==> src/tag_defs.svh <==
`ifndef TAG_DEFS_SVH
`define TAG_DEFS_SVH

// Number of heap entries, also the tag space
`define TT_N_TAGS       16

// Tag width, log2 of the entry count
`define TT_TAG_BITS     4

// Client context stored per outstanding request
`define TT_CTX_BITS     16

// Request address and response data widths
`define TT_ADDR_BITS    32
`define TT_DATA_BITS    32

// Heap reports full once free slots drop to this count
`define TT_MIN_FREE     1

`endif

==> src/tag_pkg.sv <==
`include "tag_defs.svh"

package tag_pkg;

    // One outstanding-request tag
    typedef logic [`TT_TAG_BITS-1:0] tag_t;

    // Request as seen from the client side
    typedef struct packed {
        logic [`TT_CTX_BITS-1:0]  ctx;
        logic [`TT_ADDR_BITS-1:0] addr;
    } client_req_t;

    // Request toward the memory fabric, context replaced by a tag
    typedef struct packed {
        tag_t                     tag;
        logic [`TT_ADDR_BITS-1:0] addr;
    } fabric_req_t;

    // Fabric response, may come back in any order
    typedef struct packed {
        tag_t                     tag;
        logic [`TT_DATA_BITS-1:0] data;
    } fabric_rsp_t;

    // Completion handed back to the client
    typedef struct packed {
        logic [`TT_CTX_BITS-1:0]  ctx;
        logic [`TT_DATA_BITS-1:0] data;
    } completion_t;

endpackage

==> src/simple_ram.sv <==
`timescale 1ns/1ps

module simple_ram
#(
    parameter int N_ENTRIES = 16,
    parameter int DATA_BITS = 16
)
(
    input  logic                         clk,

    // Write port
    input  logic                         wen,
    input  logic [$clog2(N_ENTRIES)-1:0] waddr,
    input  logic [DATA_BITS-1:0]         wdata,

    // Read port, data one cycle after the address
    input  logic [$clog2(N_ENTRIES)-1:0] raddr,
    output logic [DATA_BITS-1:0]         rdata
);

    // Storage array, no reset
    logic [DATA_BITS-1:0] mem [N_ENTRIES];

    // Write on the edge
    always_ff @(posedge clk)
    begin
        if (wen)
        begin
            mem[waddr] <= wdata;
        end
    end

    // Registered read
    // A read of the address being written returns the old word
    always_ff @(posedge clk)
    begin
        rdata <= mem[raddr];
    end

endmodule

==> src/tag_heap.sv <==
`timescale 1ns/1ps

module tag_heap
    import tag_pkg::*;
#(
    parameter int N_ENTRIES      = 16,
    parameter int DATA_BITS      = 16,
    parameter int MIN_FREE_SLOTS = 1
)
(
    input  logic                 clk,
    input  logic                 reset,

    // Allocate a slot and store the context word there
    input  logic                 enq,
    input  logic [DATA_BITS-1:0] enq_data,
    output logic                 not_full,
    output tag_t                 alloc_tag,

    // Read back the stored word, data on the next cycle
    input  tag_t                 read_tag,
    output logic [DATA_BITS-1:0] read_data,

    // Return a slot to the free list
    input  logic                 free,
    input  tag_t                 free_tag
);

    // Free count holds up to N_ENTRIES-2
    localparam int CNT_BITS = $clog2(N_ENTRIES + 1);

    // ======================================================================
    // Data store
    // ======================================================================

    // Context is written at the slot handed out on this cycle
    simple_ram
    #(
        .N_ENTRIES (N_ENTRIES),
        .DATA_BITS (DATA_BITS)
    )
    data_ram
    (
        .clk   (clk),
        .wen   (enq),
        .waddr (alloc_tag),
        .wdata (enq_data),
        .raddr (read_tag),
        .rdata (read_data)
    );

    // ======================================================================
    // Free list
    // ======================================================================

    // Two linked lists in one memory
    // Entry at address X holds the slot that follows X on its list
    tag_t                head_reg [2];
    tag_t                head     [2];
    tag_t                tail     [2];
    logic                head_sel;
    logic                tail_sel;

    // Pop tracking until the next pointer is back
    logic                pop_q;
    logic                pop_qq;
    logic                head_sel_q;
    logic                head_sel_qq;

    // Free list memory ports
    logic                fl_wen;
    tag_t                fl_wdata;
    tag_t                fl_rdata;
    tag_t                fl_next_q;

    // Init walk and free count
    logic                initialized;
    tag_t                init_idx;
    logic [CNT_BITS-1:0] num_free;

    // Hand out the head of the selected list
    assign alloc_tag = head[head_sel];

    // Full below the threshold
    assign not_full = (num_free > CNT_BITS'(MIN_FREE_SLOTS));

    simple_ram
    #(
        .N_ENTRIES (N_ENTRIES),
        .DATA_BITS ($bits(tag_t))
    )
    free_ram
    (
        .clk   (clk),
        .wen   (fl_wen),
        .waddr (tail[tail_sel]),
        .wdata (fl_wdata),
        .raddr (head[head_sel]),
        .rdata (fl_rdata)
    );

    // Second stage on the next pointer, lines up with pop_qq
    always_ff @(posedge clk)
    begin
        fl_next_q <= fl_rdata;
    end

    // New head arrives two cycles after the pop
    // Lists alternate, so the other list serves the cycle in between
    always_comb
    begin
        for (int i = 0; i < 2; i++)
        begin
            if (pop_qq && (head_sel_qq == 1'(i)))
            begin
                head[i] = fl_next_q;
            end
            else
            begin
                head[i] = head_reg[i];
            end
        end
    end

    // Pop side
    always_ff @(posedge clk)
    begin
        if (reset)
        begin
            pop_q       <= 1'b0;
            pop_qq      <= 1'b0;
            head_sel    <= 1'b0;
            head_sel_q  <= 1'b0;
            head_sel_qq <= 1'b0;
            // Slots 0 and 1 start as the two heads
            head_reg[0] <= tag_t'(0);
            head_reg[1] <= tag_t'(1);
        end
        else
        begin
            pop_q       <= enq;
            pop_qq      <= pop_q;
            head_sel_q  <= head_sel;
            head_sel_qq <= head_sel_q;
            head_reg[0] <= head[0];
            head_reg[1] <= head[1];
            if (enq)
            begin
                head_sel <= ~head_sel;
            end
        end
    end

    // Push side, init walk first and then freed tags
    assign fl_wen   = !initialized || free;
    assign fl_wdata = initialized ? free_tag : init_idx;

    always_ff @(posedge clk)
    begin
        if (reset)
        begin
            tail[0]  <= tag_t'(0);
            tail[1]  <= tag_t'(1);
            tail_sel <= 1'b0;
        end
        else if (fl_wen)
        begin
            // Pushed slot becomes the new tail, next push goes to the other list
            tail[tail_sel] <= fl_wdata;
            tail_sel       <= ~tail_sel;
        end
    end

    // Init walk and free count
    always_ff @(posedge clk)
    begin
        if (reset)
        begin
            // Walk starts at 2, slots 0 and 1 are already heads
            init_idx    <= tag_t'(2);
            initialized <= 1'b0;
            num_free    <= '0;
        end
        else if (!initialized)
        begin
            init_idx <= init_idx + tag_t'(1);
            if (init_idx == tag_t'(N_ENTRIES - 1))
            begin
                initialized <= 1'b1;
                // Two slots stay reserved so no head runs empty
                num_free    <= CNT_BITS'(N_ENTRIES - 2);
            end
        end
        else if (free && !enq)
        begin
            num_free <= num_free + CNT_BITS'(1);
        end
        else if (enq && !free)
        begin
            num_free <= num_free - CNT_BITS'(1);
        end
    end

endmodule

==> src/req_issuer.sv <==
`timescale 1ns/1ps
`include "tag_defs.svh"

module req_issuer
    import tag_pkg::*;
(
    input  logic                    clk,
    input  logic                    reset,

    // Client request port
    input  logic                    req_valid,
    input  client_req_t             req,
    output logic                    req_ready,

    // Fabric request port
    output logic                    mem_req_valid,
    output fabric_req_t             mem_req,
    input  logic                    mem_req_ready,

    // Heap allocation
    output logic                    heap_enq,
    output logic [`TT_CTX_BITS-1:0] heap_ctx,
    input  logic                    heap_not_full,
    input  tag_t                    heap_alloc_tag
);

    logic accept;

    // Outbound register has room when empty or draining this edge
    assign req_ready = heap_not_full && (!mem_req_valid || mem_req_ready);
    assign accept    = req_valid && req_ready;

    // Heap stores the context at the tag it shows now
    assign heap_enq = accept;
    assign heap_ctx = req.ctx;

    // Outbound valid
    always_ff @(posedge clk)
    begin
        if (reset)
        begin
            mem_req_valid <= 1'b0;
        end
        else if (accept)
        begin
            mem_req_valid <= 1'b1;
        end
        else if (mem_req_ready)
        begin
            mem_req_valid <= 1'b0;
        end
    end

    // Outbound payload
    // Held while the fabric stalls
    always_ff @(posedge clk)
    begin
        if (accept)
        begin
            mem_req.tag  <= heap_alloc_tag;
            mem_req.addr <= req.addr;
        end
    end

endmodule

==> src/rsp_matcher.sv <==
`timescale 1ns/1ps
`include "tag_defs.svh"

module rsp_matcher
    import tag_pkg::*;
(
    input  logic                    clk,
    input  logic                    reset,

    // Fabric response port
    input  logic                    rsp_valid,
    input  fabric_rsp_t             rsp,
    output logic                    rsp_ready,

    // Completion port
    output logic                    cpl_valid,
    output completion_t             cpl,
    input  logic                    cpl_ready,

    // Heap lookup and release
    output tag_t                    heap_read_tag,
    output logic                    heap_free,
    output tag_t                    heap_free_tag,
    input  logic [`TT_CTX_BITS-1:0] heap_read_data
);

    // ======================================================================
    // Stage one, response held while the context read returns
    // ======================================================================

    logic        s1_valid;
    fabric_rsp_t s1_rsp;
    logic        s2_load;
    logic        s1_hold;
    logic        accept;

    // Completion register takes a word when empty or draining
    assign s2_load   = s1_valid && (!cpl_valid || cpl_ready);
    assign s1_hold   = s1_valid && !s2_load;
    assign rsp_ready = !s1_hold;
    assign accept    = rsp_valid && rsp_ready;

    // Read for the incoming tag on the accepting edge
    // While stage one waits, keep re-reading its own tag so the data stays valid
    assign heap_read_tag = s1_hold ? s1_rsp.tag : rsp.tag;

    always_ff @(posedge clk)
    begin
        if (reset)
        begin
            s1_valid <= 1'b0;
        end
        else if (accept)
        begin
            s1_valid <= 1'b1;
        end
        else if (s2_load)
        begin
            s1_valid <= 1'b0;
        end
    end

    always_ff @(posedge clk)
    begin
        if (accept)
        begin
            s1_rsp <= rsp;
        end
    end

    // ======================================================================
    // Stage two, completion register
    // ======================================================================

    // Context is captured here, so the tag can go back on the same edge
    assign heap_free     = s2_load;
    assign heap_free_tag = s1_rsp.tag;

    always_ff @(posedge clk)
    begin
        if (reset)
        begin
            cpl_valid <= 1'b0;
        end
        else if (s2_load)
        begin
            cpl_valid <= 1'b1;
        end
        else if (cpl_ready)
        begin
            cpl_valid <= 1'b0;
        end
    end

    always_ff @(posedge clk)
    begin
        if (s2_load)
        begin
            cpl.ctx  <= heap_read_data;
            cpl.data <= s1_rsp.data;
        end
    end

endmodule

==> src/tag_tracker_top.sv <==
`timescale 1ns/1ps
`include "tag_defs.svh"

module tag_tracker_top
    import tag_pkg::*;
(
    input  logic        clk,
    input  logic        reset,

    // Client requests in
    input  logic        req_valid,
    input  client_req_t req,
    output logic        req_ready,

    // Requests out to the fabric
    output logic        mem_req_valid,
    output fabric_req_t mem_req,
    input  logic        mem_req_ready,

    // Responses back from the fabric, any order
    input  logic        rsp_valid,
    input  fabric_rsp_t rsp,
    output logic        rsp_ready,

    // Completions back to the client
    output logic        cpl_valid,
    output completion_t cpl,
    input  logic        cpl_ready
);

    // Producer to heap
    logic                    heap_enq;
    logic [`TT_CTX_BITS-1:0] heap_ctx;
    logic                    heap_not_full;
    tag_t                    heap_alloc_tag;

    // Consumer to heap
    tag_t                    heap_read_tag;
    logic [`TT_CTX_BITS-1:0] heap_read_data;
    logic                    heap_free;
    tag_t                    heap_free_tag;

    req_issuer issuer0
    (
        .clk            (clk),
        .reset          (reset),
        .req_valid      (req_valid),
        .req            (req),
        .req_ready      (req_ready),
        .mem_req_valid  (mem_req_valid),
        .mem_req        (mem_req),
        .mem_req_ready  (mem_req_ready),
        .heap_enq       (heap_enq),
        .heap_ctx       (heap_ctx),
        .heap_not_full  (heap_not_full),
        .heap_alloc_tag (heap_alloc_tag)
    );

    // Context store and tag allocator
    tag_heap
    #(
        .N_ENTRIES      (`TT_N_TAGS),
        .DATA_BITS      (`TT_CTX_BITS),
        .MIN_FREE_SLOTS (`TT_MIN_FREE)
    )
    heap0
    (
        .clk       (clk),
        .reset     (reset),
        .enq       (heap_enq),
        .enq_data  (heap_ctx),
        .not_full  (heap_not_full),
        .alloc_tag (heap_alloc_tag),
        .read_tag  (heap_read_tag),
        .read_data (heap_read_data),
        .free      (heap_free),
        .free_tag  (heap_free_tag)
    );

    rsp_matcher matcher0
    (
        .clk            (clk),
        .reset          (reset),
        .rsp_valid      (rsp_valid),
        .rsp            (rsp),
        .rsp_ready      (rsp_ready),
        .cpl_valid      (cpl_valid),
        .cpl            (cpl),
        .cpl_ready      (cpl_ready),
        .heap_read_tag  (heap_read_tag),
        .heap_free      (heap_free),
        .heap_free_tag  (heap_free_tag),
        .heap_read_data (heap_read_data)
    );

endmodule

==> config.mk <==
export PLATFORM = sky130hd
export DESIGN_NAME = tag_tracker_top
export DESIGN_NICKNAME = d
export VERILOG_FILES = /design/src/tag_pkg.sv /design/src/simple_ram.sv /design/src/tag_heap.sv /design/src/req_issuer.sv /design/src/rsp_matcher.sv /design/src/tag_tracker_top.sv
export VERILOG_INCLUDE_DIRS = /design/src
export SDC_FILE = /design/constraint.sdc
export NUM_CORES = 1
export LEC_CHECK = 0
export ABC_AREA = 0
export BUFFER_PORTS_ARGS = -buffer_cell sky130_fd_sc_hd__buf_2
export CORE_UTILIZATION = 40
export DETAILED_ROUTE_END_ITERATION = 7
export PLACE_DENSITY = 0.67
export RECOVER_POWER = 50
export SYNTH_ARGS = -nofsm -noshare
export SYNTH_HDL_FRONTEND = slang
export SYNTH_SLANG_ARGS = --single-unit
==> constraint.sdc <==
create_clock -name clk -period 3.5 [get_ports clk]
set_input_delay 0.7 -clock clk [delete_from_list [all_inputs] [get_ports clk]]
set_output_delay 0.7 -clock clk [all_outputs]
set_load 0.1 [all_outputs]
Word-level counts from Yosys, hierarchy flattened:

Memory sizes are Yosys's and may differ from the RTL's. A register that Yosys moved wholly into a read port is not among the register bits.
Index checks and enable logic that the tools add are counted.

* register bits: 143
* memories kept: 4
* word-level logic and storage cells: 95
* output and inout port bits: 88
* RAM bits: 336

* multiplexer cells: 35
* equal/unequal tests: 2
* reductions and logical operators: 24
* bitwise operators: 6
* add/subtract/negate cells: 3
* order comparisons: 2

Memories
* heap0.data_ram.mem: depth 16, width 16, rd ports 1, clocked after memory_dff 1, write ports 1, RTL line simple_ram.sv:22 `logic [DATA_BITS-1:0] mem [N_ENTRIES];`
* heap0.free_ram.mem: depth 16, width 4, rd ports 1, clocked after memory_dff 1, write ports 1, RTL line simple_ram.sv:22
* heap0.head_reg: depth 2, width 4, rd ports 2, clocked after memory_dff 0, write ports 2, RTL line tag_heap.sv:58 `tag_t head_reg [2];`
* heap0.tail: depth 2, width 4, rd ports 1, clocked after memory_dff 1, write ports 2, RTL line tag_heap.sv:60 `tag_t tail [2];`

Operators by type and width (count)
* $mux 4: 10
* $mux 1: 21
* $mux 5: 4
* $logic_and 1x1->1: 9
* $reduce_bool 2->1: 4
* $logic_not 1->1: 6
* $add 5x1->5 const B: 1
* $gt 5x1->1 const B: 1
* $sub 5x1->5 const B: 1
* $add 4x1->4 const B: 1
* $eq 4x4->1 const B: 1
* $reduce_or 4->1: 1
* $logic_or 1x1->1: 3
* $ne 3x3->1 const B: 1
* $not 1->1: 3
* $ge 2x2->1 const B: 1
* $not 1->2: 1
* $or 1x1->1: 2
* $reduce_and 2->1: 1

Logic depth before layout (Yosys ltp):

Gate-level depths: netlist of the first run.

* depth in word-level cells: 9
* gate-level depth with buffers: 10

Modules after synthesis:

Synthesis of the first run repeated with hierarchy kept, for this count alone.

* cell total of the unflattened synthesis: 912
* area total of the unflattened synthesis: 18446.4 µm²

By module, submodules not included
* simple_ram at heap0.data_ram: cells an instance 432, area an instance 10043.4 µm², times used 1, seq. area each 8007.7 µm²
* rsp_matcher: cells an instance 102, area an instance 2711.4 µm², times used 1, seq. area each 2562.5 µm²
* simple_ram at heap0.free_ram: cells an instance 130, area an instance 2666.3 µm², times used 1, seq. area each 2001.9 µm²
* tag_heap: cells an instance 190, area an instance 1752.9 µm², times used 1, seq. area each 820.8 µm²
* req_issuer: cells an instance 58, area an instance 1272.5 µm², times used 1, seq. area each 1101.1 µm²

Least setup slack after synthesis of the first run:

OpenSTA, ideal clock, no wires.

* path type: reg2reg
* start: register issuer0.mem_req_valid
* end: memory heap0.data_ram.mem[0][0], enable pin
* clock period less this slack: 4.768 ns
* cell stages (with the launch flop): 7
* data arrival time: 4.380 ns
* data required time: 3.111 ns
* slack: -1.268 ns
* cells stage by stage: dfxtp_1 nor2b_1 a21oi_1 nand2_1 clkinv_1 nand3_1 nor2_1

* cells in the longest elaborated chain, start to end: 6

Ends and longest elaborated chain
* from (decl): RTL line req_issuer.sv:16 `output logic mem_req_valid,`
* from (signal assigned): RTL line req_issuer.sv:42 `mem_req_valid <= 1'b0;`
* from (signal assigned): RTL line req_issuer.sv:46 `mem_req_valid <= 1'b1;`
* from (signal assigned): RTL line req_issuer.sv:50 `mem_req_valid <= 1'b0;`
* $logic_not 1->1: RTL line req_issuer.sv:30 `assign req_ready = heap_not_full && (!mem_req_valid || mem_req_ready);`
* $logic_or 1x1->1: RTL line req_issuer.sv:30
* $logic_and 1x1->1: RTL line req_issuer.sv:30
* via req_ready: RTL line tag_tracker_top.sv:13 `output logic req_ready,`
* $logic_and 1x1->1: RTL line req_issuer.sv:31 `assign accept = req_valid && req_ready;`
* via heap0.data_ram.wen: RTL line simple_ram.sv:12 `input logic wen,`
* $mux 1: RTL line simple_ram.sv:27 `if (wen)`
* $mux 1 (not written as such): RTL line simple_ram.sv:29 `mem[waddr] <= wdata;`
* to (decl): RTL line simple_ram.sv:22

The timed path passes the listed nets, and every way through them passes these cells.

Final worst setup path of the first run:

* start: register heap0.pop_qq
* end: memory heap0.data_ram.mem[10][7], enable pin

* cells in the longest elaborated chain, start to end: 5
* elaborated cells between the ends (all ways): 7
* those cells by class: 5 x mux; 2 x reduce/logical

Ends and longest elaborated chain
* from (decl): RTL line tag_heap.sv:66 `logic pop_qq;`
* from (signal assigned): RTL line tag_heap.sv:142 `pop_qq <= pop_q;`
* $logic_and 1x1->1: RTL line tag_heap.sv:114 `if (pop_qq && (head_sel_qq == 1'(i)))`
* $mux 4: RTL line tag_heap.sv:114
* $mux 4 (not written as such) (*) (3 in a row): RTL line tag_heap.sv:82 `assign alloc_tag = head[head_sel];`

Every way passes the cells marked *; elsewhere a longest branch is shown, timed or not. The select of a mux whose other input is x is not followed.

==> results of run 1 <==
==> logic make-up (layout without fill, tap and decap cells) <==
logic type | count (synthesis) | after routing | synth area share (%)
AO/OA/AOI/OAI | 152 | 152 | 5.47
buffers and inverters | 63 | 327 | 1.67
XOR/XNOR | 10 | 10 | 0.518
flip-flops | 500 | 500 | 79.0
multiplexers | 137 | 137 | 7.63
AND/OR/NAND/NOR | 204 | 204 | 5.41
adder cells (fa/ha/maj) | 5 | 5 | 0.341
==> layout make-up <==
type                       instances  area (um2)
timing repair buffer             215        1200
sequential                       500       14500
tap                              600         751
multi-input combinational        508        3620
clock inverter                    25         229
clock buffer                      70        1420
inverter                          17        63.8
fill                            3883       23500
==> metrics by stage <==
| stage | total power, mW | utilization (%) | hold WS (ps) | worst slack (ps) |
|---|---|---|---|---|
| 2_1_floorplan | 7.39 | - | 310 | -206 |
| 3_3_place_gp | 7.63 | 44.5 | 314 | 592 |
| 3_5_place_dp | 7.65 | 44.5 | 315 | 495 |
| 4_1_cts | 12.9 | 48.2 | 262 | 487 |
| 5_1_grt | 13.2 | 48.1 | 270 | 209 |
| 6_report | 12.8 | 48.1 | 296 | 477 |
==> path summary, 6_finish.rpt <==
kind | end | slack [ps] | cells after the start
worst min-delay path | issuer0.mem_req[19] | 300 | 1
worst max register to register | heap0.data_ram.mem[10][7] | 480 | 7
worst max-delay path | heap0.data_ram.mem[10][7] | 480 | 7
worst min register to register | heap0.fl_next_q[0] | 330 | 0
==> power by group <==
group	internal (mW)	leakage, nW	switching [mW]
clock network	3.13	0.813	2.14
registers	6.68	4.53	0.0649
logic	0.203	2.44	0.576
total	10.0	7.78	2.78
==> layer usage <==
layer / track usage, % / share of wire [%] / vias up
met1: 21.4 / 41 / 5065
met5: 0 / 0.033 / -
met3: 3.26 / 5.2 / 80
li1: - / - / 4631
met4: 6.29 / 3.1 / 2
met2: 29.0 / 51 / 294
==> cell usage after synthesis (all sizes together), types with 16 or more instances <==
library cell and number:
a21oi 29, buf 30, clkbuf 16, dfxtp 52, edfxtp 448, inv 16, mux2i 136, nand2 58
nand3 26, nor2 60, o22ai 64, or4 17
==> reports/qor.csv, run 1 <==
metric,value,unit
CTS tree,built,
CP startpoint,heap0.pop_qq,
clk buf depth,3,
Post-Syn Area,18400,um2
buffers and inverters on the worst path,2,
pwr dens,588,nW/um2
Worst path top cell family by delay,simple AND/OR/NAND/NOR gates,
DR iter-0 viols,843,
final slew viol count,33,
ANT nets after route,0,
total CTS buffers,51,
crit path launch type,register,
Ys Warns,0,
ant diodes,0,
Setup-failing EPs final,0,
Worst EP arrival,3300,ps
Syn Inst Count,1071,
Synth Flop Type,edfxtp_1,
final net count,1388,
post-synth net total,1166,
failing checks,"max-capacitance violations, max-slew violations",
"Hold-fix buffers, CTS",0,
GRT Residual Overflow,0,
min cycle time layout,3020,ps
Synth area leaders,"edfxtp_1, mux2i_1, dfxtp_1, o22ai_1, nor2_1",
crit path max-delay cell type,dfxtp_1,
Final Skew,16.9,ps
hold_sp,req[19],
drt wl/cell,20.5,um
DRC,0,
crit-path max FO,31,
Top Ports,178,
Max Clk Rate,331,MHz
"Seq/Total Area, Yosys",79.0,%
share of the synthesized area in the top cell type,73.3,%
final setup TNS,0,ps
CTS resizes,0,
DP Cell Count,1840,
crit end category,register,
synthesis-stage register bit count,500,
DR vias/cell,5.21,
Syn Area/Cell,17.1,um2
"commonest non-fill, non-tap cell in the layout",edfxtp_1,
antenna violations before repair,1,
Top reg by flops,heap0.data_ram.mem,
fin area,21800,um2
distinct cell type count after synthesis,52,
Max stage delay on crit path,550,ps
Largest regs,"heap0.data_ram.mem: 256 flops, heap0.free_ram.mem: 64 flops, matcher0.cpl: 48 flops",
worst hold path class,in2reg,
status,finished with violations,
DP HPWL,24600,um
share of the clock period used by the worst path,86.4,%
layout cell share with drive strength beyond 1,22.4,%
Die ar.,46700,um2
leakage power,7.78,nW
core area,45300,um2
slew margin rel.,-16.3,%
first-pass GRT wire length,60000,um
Die Ht,216,um
Synth area leader,edfxtp_1,
initial core utilization,40.5,%
# rows,78,
detailed-route via count,10100,
Finished Layout Cells,1935,
Worst EP required,3780,ps
die width,216,um
number of H-tree levels,2,
final wirelength,39800,um
port buffer count,177,
CTS root buf,clkbuf_16,
worst-margin pin slew,1740,ps
most frequent cells in the layout,"edfxtp_1, buf_2, mux2i_1",
VDD IR-drop max,0.000322,V
largest net degree at the start of global routing,49,
max cap viols,1,
Largest register FFs,256,
later-pin clock latency in the skew report,580,ps
placed inst area,20200,um2
"EDFF count, synth",448,
Final Hold Fails,0,
WS Path Type,reg2reg,
RSZ-0062 raised after global routing,false,
router iterations before antenna repair,5,
Total GRT Usage,17.0,%
P&R area growth vs syn,18.6,%
worst r2r src,heap0.pop_qq,
vias in the first global route,10100,
GP Congestion,0.786,
crit-path cells,"nand2b_1, a22oi_1, o21ai_2, inv_2, nand3_1, nor2_2, buf_12",
share of synthesized registers carrying an async set or reset,0,%
Sink Count,500,
clock slew seen by the registers of the worst setup and hold paths,60,ps
"Setup Fix Bufs, Post-CTS",0,
No activity file was read; power rests on OpenSTA's default activity.
==> inputs of run 2 (changes only) <==
--- a/config.mk
+++ b/config.mk
@@ -6,11 +6,11 @@
 export SDC_FILE = /design/constraint.sdc
 export NUM_CORES = 1
 export LEC_CHECK = 0
-export ABC_AREA = 0
+export ABC_AREA = 1
 export BUFFER_PORTS_ARGS = -buffer_cell sky130_fd_sc_hd__buf_2
 export CORE_UTILIZATION = 40
 export DETAILED_ROUTE_END_ITERATION = 7
-export PLACE_DENSITY = 0.67
+export PLACE_DENSITY = 0.66
 export RECOVER_POWER = 50
 export SYNTH_ARGS = -nofsm -noshare
 export SYNTH_HDL_FRONTEND = slang
==> reports/qor.csv, run 2 <==
metric,value,unit,change
status,finished with violations,,
failing checks,"max-capacitance violations, max-slew violations",,
WS Path Type,reg2reg,,
core area,47900,um2,+5.9%
worst hold path class,in2reg,,
synth cell count leaders,"nand2_1, edfxtp_1, nand3_1",,
leakage power,9.46,nW,+22%
Final Skew,19.1,ps,+2.20 ps
share of the clock period used by the worst path,79.2,%,-7.2 points
synthesis-stage register bit count,500,,unchanged
ANT nets after route,0,,unchanged
FF-to-FF path depth,4,,-3
antenna violations before repair,2,,+1
GP Congestion,0.827,,+5.2%
P&R area growth vs syn,17.8,%,
GRT Residual Overflow,0,,unchanged
Max Clk Rate,361,MHz,+9.0%
most numerous cell in the Yosys netlist,nand2_1,,
largest net degree at the start of global routing,129,,+160%
clock slew seen by the registers of the worst setup and hold paths,60,ps,about the same
post-synth net total,1787,,+53%
crit path launch type,register,,
"Setup Fix Bufs, Post-CTS",0,,unchanged
min cycle time layout,2770,ps,-251 ps
hold path depth,1,,unchanged
final slew viol count,33,,unchanged
total CTS buffers,52,,+2.0%
vias in the first global route,12300,,+21%
Worst EP required,3670,ps,-110 ps
Sink Count,500,,unchanged
Synth Flop Type,edfxtp_1,,
CTS root buf,clkbuf_16,,
Synth area leaders,"edfxtp_1, nand2_1, nand3_1, dfxtp_1, inv_1",,
later-pin clock latency in the skew report,590,ps,about the same
initial core utilization,40.8,%,+0.23 points
DP HPWL,25900,um,+5.4%
"commonest non-fill, non-tap cell in the layout",nand2_1,,
Total GRT Usage,17.7,%,+0.72 points
final net count,1993,,+44%
DR vias/cell,4.87,,-6.5%
Die ar.,49800,um2,+6.4%
Ys Warns,0,,unchanged
final setup TNS,0,ps,unchanged
drt wl/cell,17.0,um,-17%
Worst EP arrival,2940,ps,-360 ps
crit end category,register,,
fin area,23000,um2,+5.8%
ant diodes,0,,unchanged
router iterations before antenna repair,8,,+3
Largest regs,"heap0.data_ram.mem: 256 flops, heap0.free_ram.mem: 64 flops, matcher0.cpl: 48 flops",,
slew margin rel.,-26.7,%,-10 points
worst-margin pin slew,1900,ps,+156 ps
die width,223,um,+3.2%
max cap viols,1,,unchanged
first-pass GRT wire length,67500,um,+12%
DRC,0,,unchanged
Min Hold Slack,282,ps,-14.3 ps
RSZ-0062 raised after global routing,false,,
Synth area leader,edfxtp_1,,
Top Ports,178,,unchanged
CTS resizes,0,,unchanged
detailed-route via count,12400,,+24%
distinct cell type count after synthesis,33,,-37%
Die Ht,223,um,+3.2%
Syn Area/Cell,11.6,um2,-33%
share of synthesized registers carrying an async set or reset,0,%,unchanged
VDD IR-drop max,0.000332,V,+3.1%
# rows,80,,+2.6%
pwr dens,572,nW/um2,-2.6%
most frequent cells in the layout,"nand2_1, edfxtp_1, nand3_1",,
port buffer count,177,,unchanged
Top reg by flops,heap0.data_ram.mem,,
number of H-tree levels,2,,unchanged
crit-path max FO,32,,+3.2%
fill cell count,4203,,+8.2%
"Hold-fix buffers, CTS",0,,unchanged
"EDFF count, synth",448,,unchanged
Syn Inst Count,1692,,+58%
multi-input logic area,4070,um2,+13%
CTS tree,built,,
Largest register FFs,256,,unchanged
clk buf depth,3,,unchanged
DR iter-0 viols,997,,+18%
Final Hold Fails,0,,unchanged
share of the synthesized area in the top cell type,68.8,%,-4.5 points
placed inst area,21300,um2,+5.8%
"Seq/Total Area, Yosys",74.2,%,-4.8 points
Post-Syn Area,19500,um2,+6.5%
final wirelength,43400,um,+9.3%
register area,14500,um2,unchanged
Setup-failing EPs final,0,,unchanged
layout cell share with drive strength beyond 1,16.3,%,-6.1 points
[run 2: changes by cell type in the layout (fill, tap and decap cells not counted), moves of 9 or more]
cell and delta:
o22ai_1 -64, inv_1 +169, a32o_1 -9, mux2i_1 -132
nand3_1 +196, or4_1 -17, nand2_1 +531, a21oi_1 -13
[run 2: through the flow]
stage	setup slack, ps	utilization [%]	power (mW)	std cells
6_report	727	48.0	13.2	2557
3_3_place_gp	879	44.5	7.75	2459
4_1_cts	785	48.1	13.3	2557
3_5_place_dp	818	44.5	7.77	2459
2_1_floorplan	-171	-	7.46	1692
5_1_grt	423	48.0	13.6	2557
[run 2: path summary, 6_finish.rpt]
path	to	slack, ps	start
max	matcher0.s1_rsp[15]	730	matcher0.cpl_valid
min	issuer0.mem_req[10]	280	req[10]
max reg2reg	matcher0.s1_rsp[15]	730	matcher0.cpl_valid
min reg2reg	heap0.fl_next_q[2]	330	heap0.free_ram.rdata[2]
[run 2: where the power goes]
group / internal, mW / switching (mW) / total, mW
Clock: 3.31 / 2.23 / 5.54
Sequential: 6.68 / 0.0531 / 6.73
Combinational: 0.202 / 0.701 / 0.903
[run 2: cell type report]
class / instances / share of cell area [%]
Sequential cell: 500 / 62.9
Multi-Input combinational cell: 938 / 17.7
Clock buffer: 75 / 6.59
Timing Repair Buffer: 218 / 5.40
Tap cell: 615 / 3.34
Inverter: 188 / 3.08
Clock inverter: 23 / 0.983
[run 2: cell families after synthesis]
family	count (synthesis)	share of synthesized area, %
AOI/OAI and AO/OA	44	1.38
DFF	500	74.2
xor gates and xnor gates	1	0.0448
muxes	1	0.0512
adders and majority gates	5	0.320
and+or+nand+nor	887	18.7
buffers and inverters	254	5.30
[run 2: metal layers]
layer	share of wire [%]	vias up	track usage, %
met1	43	5928	23.2
met3	6.3	100	3.02
li1	-	6042	-
met2	48	375	29.5
met5	0.030	-	0
met4	2.8	2	6.70
[run 2: critical path, cell delays in order, from the launching register on]
cell	delay, ps
dfxtp_1	320
nand3_1	300
nand2_1	120
inv_1	200
clkbuf_1	1390
==> inputs of run 3 (changes only) <==
--- a/config.mk
+++ b/config.mk
@@ -6,11 +6,11 @@
 export SDC_FILE = /design/constraint.sdc
 export NUM_CORES = 1
 export LEC_CHECK = 0
-export ABC_AREA = 1
+export ABC_AREA = 0
 export BUFFER_PORTS_ARGS = -buffer_cell sky130_fd_sc_hd__buf_2
 export CORE_UTILIZATION = 40
 export DETAILED_ROUTE_END_ITERATION = 7
-export PLACE_DENSITY = 0.66
+export PLACE_DENSITY = 0.69
 export RECOVER_POWER = 50
 export SYNTH_ARGS = -nofsm -noshare
 export SYNTH_HDL_FRONTEND = slang
==> constraint.sdc (replaced) <==
create_clock -name clk -period 2.5 [get_ports clk]
set_input_delay 0.5 -clock clk [delete_from_list [all_inputs] [get_ports clk]]
set_output_delay 0.5 -clock clk [all_outputs]
set_load 0.1 [all_outputs]
==> reports/qor.csv, run 3 (synthesized netlist as in run 1, its figures left out) <==
metric,value,unit,change
Top reg by flops,heap0.data_ram.mem,,
Die ar.,46700,um2,-6.0%
most frequent cells in the layout,"edfxtp_1, buf_2, mux2i_1",,
WS Path Type,reg2out,,
Largest register FFs,256,,unchanged
DP Cell Count,1862,,-24%
Final Hold Fails,0,,unchanged
Final Skew,18.8,ps,-0.291 ps
# rows,78,,-2.5%
CTS tree,built,,
detailed-route via count,10100,,-19%
status,"complete, no violations",,
Worst EP required,2000,ps,-1670 ps
Die Ht,216,um,-3.1%
ANT nets after route,0,,unchanged
Sink Count,500,,unchanged
Min Hold Slack,109,ps,-173 ps
worst-margin pin slew,1400,ps,-502 ps
placed inst area,20900,um2,-2.2%
clk buf depth,3,,unchanged
DRC,0,,unchanged
fin area,22400,um2,-2.7%
Largest regs,"heap0.data_ram.mem: 256 flops, heap0.free_ram.mem: 64 flops, matcher0.cpl: 48 flops",,
Finished Layout Cells,1953,,-24%
Tot Pwr,17.8,mW,+35%
layout cell share with drive strength beyond 1,24.6,%,+8.3 points
vias in the first global route,10300,,-16%
worst hold path class,in2reg,,
CTS root buf,clkbuf_16,,
DR vias/cell,5.18,,+6.3%
crit end category,output pin,,
"commonest non-fill, non-tap cell in the layout",edfxtp_1,,
max cap viols,0,,-1
port buffer count,177,,unchanged
Top Ports,178,,unchanged
GRT Residual Overflow,0,,unchanged
Worst EP arrival,1930,ps,-1010 ps
fill cell count,3771,,-10%
final net count,1409,,-29%
number of H-tree levels,2,,unchanged
later-pin clock latency in the skew report,570,ps,-20 ps
GP Congestion,0.770,,-6.8%
ant diodes,0,,unchanged
DP HPWL,24400,um,-5.7%
PnR worst setup slack,65.8,ps,-661 ps
drt wl/cell,20.4,um,+20%
Total GRT Usage,17.1,%,-0.60 points
core area,45300,um2,-5.6%
crit-path max FO,5,,-84%
Setup-failing EPs final,0,,unchanged
final setup TNS,0,ps,unchanged
P&R area growth vs syn,22.1,%,
pwr dens,794,nW/um2,+39%
initial core utilization,40.5,%,-0.23 points
final slew viol count,0,,-100%
final wirelength,39900,um,-8.3%
leakage power,7.98,nW,-16%
share of the clock period used by the worst path,97.4,%,
first-pass GRT wire length,60700,um,-10%
VDD IR-drop max,0.000473,V,+42%
Layout Utilization,49.5,%,+1.5 points
DR iter-0 viols,822,,-18%
min cycle time layout,2430,ps,
antenna violations before repair,0,,-2
die width,216,um,-3.1%
total CTS buffers,48,,-7.7%
largest net degree at the start of global routing,49,,-62%
RSZ-0062 raised after global routing,false,,
pre-CTS setup slack,-206,ps,-1020 ps
Max Clk Rate,411,MHz,
router iterations before antenna repair,5,,-3
crit path launch type,register,,
slew margin rel.,6.80,%,+33 points
clock slew seen by the registers of the worst setup and hold paths,60,ps,about the same
[run 3: changes by cell type in the layout (fill, tap and decap cells not counted), moves of 9 or more]
| cell | previous run | this run |
|---|---|---|
| inv_1 | 183 | 12 |
| a21oi_1 | 15 | 27 |
| nor2_2 | 13 | 0 |
| a32o_1 | 0 | 9 |
| mux2i_1 | 1 | 133 |
| buf_12 | 7 | 30 |
| o22ai_1 | 0 | 64 |
| or4_1 | 0 | 17 |
| nand2_1 | 588 | 56 |
| nand3_1 | 222 | 22 |
| nor2_4 | 0 | 16 |
[run 3: worst paths after layout]
| path | startpoint | to | slack [ps] | cells past startpoint |
|---|---|---|---|---|
| hold reg to reg | heap0.free_ram.rdata[0] | heap0.fl_next_q[0] | 330 | 0 |
| setup / recovery | heap0.num_free[1] | req_ready | 70 | 5 |
| hold / removal | rsp[8] | matcher0.s1_rsp[8] | 110 | 1 |
| setup reg to reg | heap0.head_sel_qq | heap0.data_ram.mem[10][11] | 170 | 6 |
[run 3: report_power, final]
part | switching, mW | leakage (nW) | internal (mW)
Combinational | 0.814 | 2.67 | 0.328
Clock | 2.97 | 0.777 | 4.25
Sequential | 0.0906 | 4.53 | 9.35
[run 3: timing repair]
item,4_1_cts,5_1_grt
buffers inserted,0,2
endpoints found under the setup margin,0,64
hold buffers,0,0
resized for setup,0,3
endpoints found under the hold margin,0,0
[run 3: worst max-delay path: stages (launching register included)]
cell and delay, ps:
dfxtp_4 390, inv_4 50, ha_4 140, o21bai_4 170
a21oi_4 180, buf_2 450
[run 3: metal layers]
layer | vias up | GRT usage, % | share of wire (%)
li1 | 4665 | - | -
met1 | 5062 | 22.8 | 41
met2 | 316 | 29.1 | 51
met3 | 66 | 2.33 | 5.5
met4 | 0 | 5.02 | 2.2
met5 | - | 0 | 0
[run 3: area by class of cell]
cell class              count  area, um2  area share [%]
inverters                  17       80.1           0.357
flip-flops and latches    500      14500            64.7
clock inverters            23        254            1.13
clock buffers              66       1330            5.93
well taps                 600        751            3.35
multi-input cells         508       3810            17.0
repair buffers            239       1690            7.52
